<file path="config.mk">
export PLATFORM = sky130hd
export DESIGN_NAME = id_decode
export DESIGN_NICKNAME = d
export VERILOG_FILES = /design/src/design/ex_pkg.sv /design/src/design/id_decode.sv
export SDC_FILE = /design/constraint.sdc
export NUM_CORES = 1
export LEC_CHECK = 0
export BUFFER_PORTS_ARGS = -buffer_cell sky130_fd_sc_hd__buf_2
export CAP_MARGIN = 5
export CORE_AREA = 10 10 426 428
export DETAILED_ROUTE_END_ITERATION = 16
export DIE_AREA = 0 0 436 438
export PLACE_DENSITY_LB_ADDON = 0.3
export SETUP_SLACK_MARGIN = 0.2
export SLEW_MARGIN = 25
export SYNTH_ARGS = -nofsm -noshare
export SYNTH_HDL_FRONTEND = slang
export SYNTH_SLANG_ARGS = --single-unit
</file>
<file path="constraint.sdc">
create_clock -name clock -period 8.8 [get_ports clock]
set_input_delay 0.88 -clock clock [delete_from_list [all_inputs] [get_ports clock]]
set_output_delay 0.88 -clock clock [all_outputs]
set_load 0.01 [all_outputs]
</file>
<file path="src/design/ex_pkg.sv">
package ex_pkg;

  typedef logic [31:0] word_t;
  typedef logic [4:0]  reg_idx_t;

  typedef enum logic [3:0] {
    OP_ADD,
    OP_SUB,
    OP_OR,
    OP_XOR,
    OP_NOR,
    OP_AND,
    OP_PASS_A,
    OP_PASS_B,
    OP_LUI,
    OP_MOVZ,
    OP_MOVN,
    OP_SEB,
    OP_SEH,
    OP_EXT,
    OP_INS
  } alu_op_t;

  typedef enum logic [1:0] {
    RES_ALU,
    RES_SHIFT,
    RES_SET
  } alu_res_t;

  // Major opcodes
  localparam logic [5:0] OPC_SPECIAL  = 6'h00;
  localparam logic [5:0] OPC_ADDIU    = 6'h09;
  localparam logic [5:0] OPC_SLTI     = 6'h0a;
  localparam logic [5:0] OPC_SLTIU    = 6'h0b;
  localparam logic [5:0] OPC_ANDI     = 6'h0c;
  localparam logic [5:0] OPC_ORI      = 6'h0d;
  localparam logic [5:0] OPC_XORI     = 6'h0e;
  localparam logic [5:0] OPC_LUI      = 6'h0f;
  localparam logic [5:0] OPC_SPECIAL3 = 6'h1f;

  // SPECIAL function codes
  localparam logic [5:0] FN_SLL  = 6'h00;
  localparam logic [5:0] FN_SRL  = 6'h02;
  localparam logic [5:0] FN_SRA  = 6'h03;
  localparam logic [5:0] FN_SLLV = 6'h04;
  localparam logic [5:0] FN_SRLV = 6'h06;
  localparam logic [5:0] FN_SRAV = 6'h07;
  localparam logic [5:0] FN_MOVZ = 6'h0a;
  localparam logic [5:0] FN_MOVN = 6'h0b;
  localparam logic [5:0] FN_ADD  = 6'h20;
  localparam logic [5:0] FN_ADDU = 6'h21;
  localparam logic [5:0] FN_SUB  = 6'h22;
  localparam logic [5:0] FN_SUBU = 6'h23;
  localparam logic [5:0] FN_AND  = 6'h24;
  localparam logic [5:0] FN_OR   = 6'h25;
  localparam logic [5:0] FN_XOR  = 6'h26;
  localparam logic [5:0] FN_NOR  = 6'h27;
  localparam logic [5:0] FN_SLT  = 6'h2a;
  localparam logic [5:0] FN_SLTU = 6'h2b;

  // SPECIAL3 function codes, BSHFL picks its operation from the sa field
  localparam logic [5:0] FN_EXT   = 6'h00;
  localparam logic [5:0] FN_INS   = 6'h04;
  localparam logic [5:0] FN_BSHFL = 6'h20;
  localparam logic [4:0] SA_SEB   = 5'h10;
  localparam logic [4:0] SA_SEH   = 5'h18;

  typedef struct packed {
    logic [5:0] opcode;
    reg_idx_t   rs;
    reg_idx_t   rt;
    reg_idx_t   rd;
    logic [4:0] shamt;
    logic [5:0] funct;
  } instr_r_t;

  typedef struct packed {
    logic [5:0]  opcode;
    reg_idx_t    rs;
    reg_idx_t    rt;
    logic [15:0] imm;
  } instr_i_t;

  typedef union packed {
    instr_r_t r;
    instr_i_t i;
  } instr_t;

  typedef struct packed {
    word_t      a;
    word_t      b;
    word_t      c;
    word_t      imm;
    logic       imm_valid;
    logic [4:0] shamt;
    logic       shamt_valid;
    logic       shleft;
    logic       sharith;
    logic       shopsela;
    alu_op_t    alu_op;
    alu_res_t   alu_res_sel;
    logic       alu_set_u;
    reg_idx_t   dest;
    logic       dest_valid;
  } ex_ctrl_t;

  typedef struct packed {
    logic     valid;
    reg_idx_t dest;
    word_t    value;
  } lane_result_t;

endpackage

</file>
<file path="src/design/id_decode.sv">
module id_decode #(
  parameter int LANES = 4
) (
  input  logic                   clock,
  input  logic                   rst_n,
  input  logic                   issue,
  input  logic [LANES-1:0]       lane_en,
  input  ex_pkg::instr_t         instr [LANES],
  input  ex_pkg::word_t          a_val [LANES],
  input  ex_pkg::word_t          b_val [LANES],
  input  ex_pkg::word_t          c_val [LANES],
  output ex_pkg::ex_ctrl_t       ctrl [LANES],
  output logic [LANES-1:0]       ctrl_valid
);

  function automatic ex_pkg::ex_ctrl_t decode_lane(ex_pkg::instr_t ins, ex_pkg::word_t a_v,
                                                   ex_pkg::word_t b_v, ex_pkg::word_t c_v);
    ex_pkg::ex_ctrl_t d;
    logic             known;
    logic             imm_sext;
    d             = '0;
    d.a           = a_v;
    d.b           = b_v;
    d.c           = c_v;
    d.shamt       = ins.r.shamt;
    d.alu_op      = ex_pkg::OP_ADD;
    d.alu_res_sel = ex_pkg::RES_ALU;
    d.dest        = ins.i.rt;
    known         = 1'b1;
    imm_sext      = 1'b0;

    case (ins.r.opcode)
      ex_pkg::OPC_SPECIAL: begin
        d.dest = ins.r.rd;
        case (ins.r.funct)
          ex_pkg::FN_SLL: begin
            d.shamt_valid = 1'b1;
            d.shleft      = 1'b1;
            d.alu_res_sel = ex_pkg::RES_SHIFT;
          end
          ex_pkg::FN_SRL: begin
            d.shamt_valid = 1'b1;
            d.alu_res_sel = ex_pkg::RES_SHIFT;
          end
          ex_pkg::FN_SRA: begin
            d.shamt_valid = 1'b1;
            d.sharith     = 1'b1;
            d.alu_res_sel = ex_pkg::RES_SHIFT;
          end
          // Variable shifts take the amount from rs, which is A
          ex_pkg::FN_SLLV: begin
            d.shleft      = 1'b1;
            d.alu_res_sel = ex_pkg::RES_SHIFT;
          end
          ex_pkg::FN_SRLV: d.alu_res_sel = ex_pkg::RES_SHIFT;
          ex_pkg::FN_SRAV: begin
            d.sharith     = 1'b1;
            d.alu_res_sel = ex_pkg::RES_SHIFT;
          end
          ex_pkg::FN_MOVZ: d.alu_op = ex_pkg::OP_MOVZ;
          ex_pkg::FN_MOVN: d.alu_op = ex_pkg::OP_MOVN;
          ex_pkg::FN_ADD, ex_pkg::FN_ADDU: d.alu_op = ex_pkg::OP_ADD;
          ex_pkg::FN_SUB, ex_pkg::FN_SUBU: d.alu_op = ex_pkg::OP_SUB;
          ex_pkg::FN_AND: d.alu_op = ex_pkg::OP_AND;
          ex_pkg::FN_OR:  d.alu_op = ex_pkg::OP_OR;
          ex_pkg::FN_XOR: d.alu_op = ex_pkg::OP_XOR;
          ex_pkg::FN_NOR: d.alu_op = ex_pkg::OP_NOR;
          ex_pkg::FN_SLT: begin
            d.alu_op      = ex_pkg::OP_SUB;
            d.alu_res_sel = ex_pkg::RES_SET;
          end
          ex_pkg::FN_SLTU: begin
            d.alu_op      = ex_pkg::OP_SUB;
            d.alu_res_sel = ex_pkg::RES_SET;
            d.alu_set_u   = 1'b1;
          end
          default: known = 1'b0;
        endcase
      end
      ex_pkg::OPC_SPECIAL3: begin
        // The lane reads msbd and lsb out of the immediate, the shift amount is lsb
        d.shamt_valid = 1'b1;
        d.shopsela    = 1'b1;
        case (ins.r.funct)
          ex_pkg::FN_EXT: d.alu_op = ex_pkg::OP_EXT;
          ex_pkg::FN_INS: begin
            d.alu_op = ex_pkg::OP_INS;
            d.shleft = 1'b1;
          end
          ex_pkg::FN_BSHFL: begin
            d.dest = ins.r.rd;
            if (ins.r.shamt == ex_pkg::SA_SEB) begin
              d.alu_op = ex_pkg::OP_SEB;
            end else if (ins.r.shamt == ex_pkg::SA_SEH) begin
              d.alu_op = ex_pkg::OP_SEH;
            end else begin
              known = 1'b0;
            end
          end
          default: known = 1'b0;
        endcase
      end
      ex_pkg::OPC_ADDIU: begin
        d.imm_valid = 1'b1;
        imm_sext    = 1'b1;
      end
      ex_pkg::OPC_SLTI, ex_pkg::OPC_SLTIU: begin
        // SLTIU still sign-extends, only the compare is unsigned
        d.imm_valid   = 1'b1;
        imm_sext      = 1'b1;
        d.alu_op      = ex_pkg::OP_SUB;
        d.alu_res_sel = ex_pkg::RES_SET;
        d.alu_set_u   = (ins.i.opcode == ex_pkg::OPC_SLTIU);
      end
      ex_pkg::OPC_ANDI: begin
        d.imm_valid = 1'b1;
        d.alu_op    = ex_pkg::OP_AND;
      end
      ex_pkg::OPC_ORI: begin
        d.imm_valid = 1'b1;
        d.alu_op    = ex_pkg::OP_OR;
      end
      ex_pkg::OPC_XORI: begin
        d.imm_valid = 1'b1;
        d.alu_op    = ex_pkg::OP_XOR;
      end
      ex_pkg::OPC_LUI: begin
        d.imm_valid = 1'b1;
        d.alu_op    = ex_pkg::OP_LUI;
      end
      default: known = 1'b0;
    endcase

    d.imm        = imm_sext ? {{16{ins.i.imm[15]}}, ins.i.imm} : {16'h0000, ins.i.imm};
    d.dest_valid = known && (d.dest != '0);
    return d;
  endfunction

  always_ff @(posedge clock) begin
    if (!rst_n) begin
      ctrl_valid <= '0;
    end else begin
      ctrl_valid <= issue ? lane_en : '0;
    end
  end

  always_ff @(posedge clock) begin
    for (int l = 0; l < LANES; l++) begin
      if (issue && lane_en[l]) begin
        ctrl[l] <= decode_lane(instr[l], a_val[l], b_val[l], c_val[l]);
      end
    end
  end

endmodule

</file>
==> results.py <==
metrics = {
    "power_and_ir_drop": {
        "power.density_nw_per_um2": 226.1,
        "p_sw_mw": 1.669,
        "share_clk_of_total_power_pct": 43.3,
        "pwr-share-comb_pct": 9.5,
        "seq_power_share_pct": 47.1,
        "static-leakage-power_nw": 10.96,
        "p_int_mw": 4.773,
        "netSwitchingFraction_pct": 25.91,
        "power.ir.vdd_worst_mv": 0.1407,
        "design_power_total_mw": 6.443,
    },
    "routing": {
        "post_drt_wl_per_cell_um": 26.96,
        "detail_route.first_pass.iterations": 4,
        "drtAntennaViolNets": 0,
        "routed_wirelength_mm": 119.2,
        "viasPerCell": 3.062,
        "drc_errors": 0,
        "drt_iter0_drc": 1010,
        "vias": 13530,
    },
    "timing": {
        "fin_crit_ns": 2.679,
        "fin_ws_ns": 6.121,
        "drv_slew": 0,
        "worst_slew_margin_rel_pct": 34.56,
        "max_freq_mhz": 373.3,
        "final_min_period_over_clock_period_pct": 30.44,
        "max_slew.worst_pin.slew_ns": 0.9817,
        "finalHoldViolCount": 0,
        "setup_total_negative_slack_ns": 0,
        "fin_hold_ws_ns": 0.3817,
        "rsz0062_at_grt": "false",
        "setup_viol": 0,
    },
    "clock_tree": {
        "cts.reportedPaths.clkPinSlew_ns": 0.06,
        "numCtsBuffers": 69,
        "cts_tree": "done",
        "cts_root_buffer": "sky130_fd_sc_hd__clkbuf_16",
        "h_tree_depth_reported_by_cts": 3,
        "cts.hold.buffers_added": 0,
        "post_cts_setup_driven_buffer_insertion_count": 0,
        "cts-resized-gates": 0,
        "clockBufferDepth": 3,
        "cts_num_sinks": 528,
    },
    "critical_path": {
        "crit_path_max_fanout": 74,
        "critical_path_arrival_ns": 2.96,
        "setup.worst_path.start": "issue",
        "crit_required_ns": 9.08,
        "criticalPathCategory": "primary input to flop",
        "endpoint": "ctrl[580]",
        "setup.worst_path.start_class": "primary input",
        "element_type_at_the_critical_path_end": "flop",
    },
    "global_route": {
        "antenna_found_initial": 109,
        "grt-ovfl-total": 0,
        "grt_pass1_wl_mm": 148.1,
        "first_global_vias": 13760,
        "global_route.usage.total_pct": 11.84,
        "grt_max_degree": 86,
    },
    "placement": {
        "place_worst_setup_slack_ns": 5.372,
        "io_buffers": 1106,
        "globalplace.congestion": 0.8699,
        "detailed_place_hpwl_mm": 102.4,
        "dp_cells": 4283,
    },
    "min_path": {
        "type_of_the_worst_min_delay_path": "primary input to flop",
    },
    "floorplanning": {
        "dieWidth_um": 436,
        "floorplan.io_pins": 1127,
        "core_sq_um": 173100,
        "design.die.area_sq_um": 191000,
        "initial_utilization_pct": 10.68,
        "die-height_um": 438,
        "std_cell_rows": 153,
    },
    "logic_synthesis": {
        "synth_edf_count": 524,
        "synth_fp_nets": 1461,
        "netlist-cell-type-count": 65,
        "syn_avg_cell_area_sq_um": 19.61,
        "synth_flop_cell": "sky130_fd_sc_hd__edfxtp_1",
        "post_synth_inst_count": 942,
        "number_of_warning_messages_in_the_yosys_log": 0,
        "async_flop_share_pct": 0,
        "synth.cell_area_sq_um": 18470,
        "yosys_reg_bits": 528,
        "ys_seq_area_share_pct": 85.61,
    },
    "run": {
        "maxCapViolations": 0,
    },
    "finish": {
        "area_growth_syn_to_layout_pct": 54.24,
        "nFillCells": 19280,
        "number_of_cells_in_the_finished_layout_apart_from_fillers": 4419,
        "nNetsFinal": 2548,
        "final_layout_size_suffix_gt1_share_pct": 59.65,
    },
    "outcome": {
        "result_of_the_run": "finished clean",
    },
}
==> routing by layer <==
| metal | wire [um] | up-vias | GRT usage [%] |
|---|---|---|---|
| li1 | - | 5806 | - |
| met1 | 42620 | 6617 | 12.69 |
| met2 | 58150 | 881 | 19.73 |
| met3 | 14410 | 223 | 6.370 |
| met4 | 3845 | 4 | 4.146 |
| met5 | 124 | - | 0.4216 |
==> cells in the final DEF, fill, tap and decap left out, types with 3 or more instances in the layout <==
cell,count
sky130_fd_sc_hd__buf_2,1106
sky130_fd_sc_hd__edfxtp_1,524
sky130_fd_sc_hd__clkbuf_16,69
sky130_fd_sc_hd__nand2_1,38
sky130_fd_sc_hd__nor2_1,33
sky130_fd_sc_hd__o21ai_0,23
sky130_fd_sc_hd__mux2_2,20
sky130_fd_sc_hd__inv_1,18
sky130_fd_sc_hd__nor3_1,18
sky130_fd_sc_hd__a21oi_1,18
sky130_fd_sc_hd__diode_2,17
sky130_fd_sc_hd__clkbuf_1,16
sky130_fd_sc_hd__nand3_1,12
sky130_fd_sc_hd__clkinv_1,12
sky130_fd_sc_hd__nand4_1,9
sky130_fd_sc_hd__and3_1,9
sky130_fd_sc_hd__nand2b_1,8
sky130_fd_sc_hd__or4_1,8
sky130_fd_sc_hd__nor2b_1,8
sky130_fd_sc_hd__or3_1,6
sky130_fd_sc_hd__xnor2_1,5
sky130_fd_sc_hd__a211oi_1,5
sky130_fd_sc_hd__o211ai_1,5
sky130_fd_sc_hd__a21o_1,5
sky130_fd_sc_hd__bufinv_16,5
sky130_fd_sc_hd__nor3b_1,4
sky130_fd_sc_hd__nand3b_1,4
sky130_fd_sc_hd__o22ai_1,4
sky130_fd_sc_hd__and2_4,4
sky130_fd_sc_hd__clkinv_2,4
sky130_fd_sc_hd__clkinvlp_4,4
sky130_fd_sc_hd__inv_6,4
sky130_fd_sc_hd__dfxtp_1,4
sky130_fd_sc_hd__o21ai_2,3
sky130_fd_sc_hd__nor4b_1,3
sky130_fd_sc_hd__a31oi_1,3
sky130_fd_sc_hd__o221ai_1,3
sky130_fd_sc_hd__o32ai_1,3
sky130_fd_sc_hd__buf_6,3
==> area by class of cell <==
class	count	area (sq um)	area share (%)
antenna	17	42.54	0.1493
clock inverter	34	375.4	1.317
timing repair buffer	1111	5584	19.60
sequential	528	15820	55.50
inverter	18	67.56	0.2371
tap	2325	2909	10.21
multi-input combinational	301	1914	6.718
clock buffer	85	1787	6.270
==> worst max-delay path: stages <==
cell and delay, ns:
sky130_fd_sc_hd__buf_2 0.15, sky130_fd_sc_hd__and2_4 0.52, sky130_fd_sc_hd__buf_4 0.46, sky130_fd_sc_hd__buf_4 0.82
==> kinds of logic after synthesis <==
| kind of cell | count (synthesis) | synth area share (%) |
|---|---|---|
| AO/OA/AOI/OAI | 92 | 3.353 |
| AND/OR/NAND/NOR | 180 | 5.297 |
| flip-flops | 528 | 85.61 |
| XOR/XNOR | 7 | 0.3319 |
| multiplexers | 22 | 1.327 |
| buffers and inverters | 113 | 4.084 |
==> worst min-delay path by stage <==
stage | from | end | cells past startpoint
final | c_val[69] | ctrl[362] | 1
after global routing | a_val[120] | ctrl[596] | 1
after CTS | c_val[69] | ctrl[362] | 1
after detailed placement | c_val[32] | ctrl[206] | 1
after global placement | a_val[42] | ctrl[280] | 1
after floorplan | b_val[13] | ctrl[100] | 0
==> per-stage QoR <==
stage                     util (%)  area [sq um]
after global placement       15.19         26280
after detailed placement     15.19         26280
final                        16.47         28490
after floorplan                  -         18470
after CTS                    16.44         28440
after global routing         16.46         28490
==> cells in the mapped netlist (3+ instances only) <==
master,n,area [sq um]
sky130_fd_sc_hd__xnor2_1,5,43.79
sky130_fd_sc_hd__nor2b_1,8,50.05
sky130_fd_sc_hd__a21oi_1,18,90.09
sky130_fd_sc_hd__buf_4,81,608.1
sky130_fd_sc_hd__nand3b_1,4,30.03
sky130_fd_sc_hd__a31oi_1,3,18.77
sky130_fd_sc_hd__nor4b_1,3,26.28
sky130_fd_sc_hd__o32ai_1,3,26.28
sky130_fd_sc_hd__or3_1,6,37.54
sky130_fd_sc_hd__nor3b_1,4,30.03
sky130_fd_sc_hd__or4_1,8,60.06
sky130_fd_sc_hd__o21ai_0,23,115.1
sky130_fd_sc_hd__o211ai_1,5,37.54
sky130_fd_sc_hd__edfxtp_1,524,15740
sky130_fd_sc_hd__nor3_1,18,90.09
sky130_fd_sc_hd__clkbuf_1,8,30.03
sky130_fd_sc_hd__a21o_1,5,37.54
sky130_fd_sc_hd__dfxtp_1,4,80.08
sky130_fd_sc_hd__nand4_1,9,56.30
sky130_fd_sc_hd__o221ai_1,3,26.28
sky130_fd_sc_hd__and2_1,4,25.02
sky130_fd_sc_hd__o21ai_2,3,26.28
sky130_fd_sc_hd__nand2_1,38,142.6
sky130_fd_sc_hd__mux2_2,20,225.2
sky130_fd_sc_hd__nand3_1,12,60.06
sky130_fd_sc_hd__nand2b_1,8,50.05
sky130_fd_sc_hd__inv_1,18,67.56
sky130_fd_sc_hd__nor2_1,33,123.9
sky130_fd_sc_hd__and3_1,9,56.30
sky130_fd_sc_hd__a211oi_1,5,37.54
sky130_fd_sc_hd__buf_6,3,33.78
sky130_fd_sc_hd__o22ai_1,4,25.02
==> sequential cells by signal, indices dropped and copies added, names as in the netlist <==
signal / flops
ctrl: 524
ctrl_valid: 4
==> power by group through the flow <==
stage          Sequential [mW]  Clock, mW  Combinational [mW]
3_5_place_dp              3.09          0               0.628
3_3_place_gp              3.09          0               0.630
5_1_grt                   3.05       3.00               0.662
6_report                  3.04       2.79               0.613
4_1_cts                   3.04       2.92               0.630
2_1_floorplan             3.15          0               0.115
(Power assumes the default switching activity.)
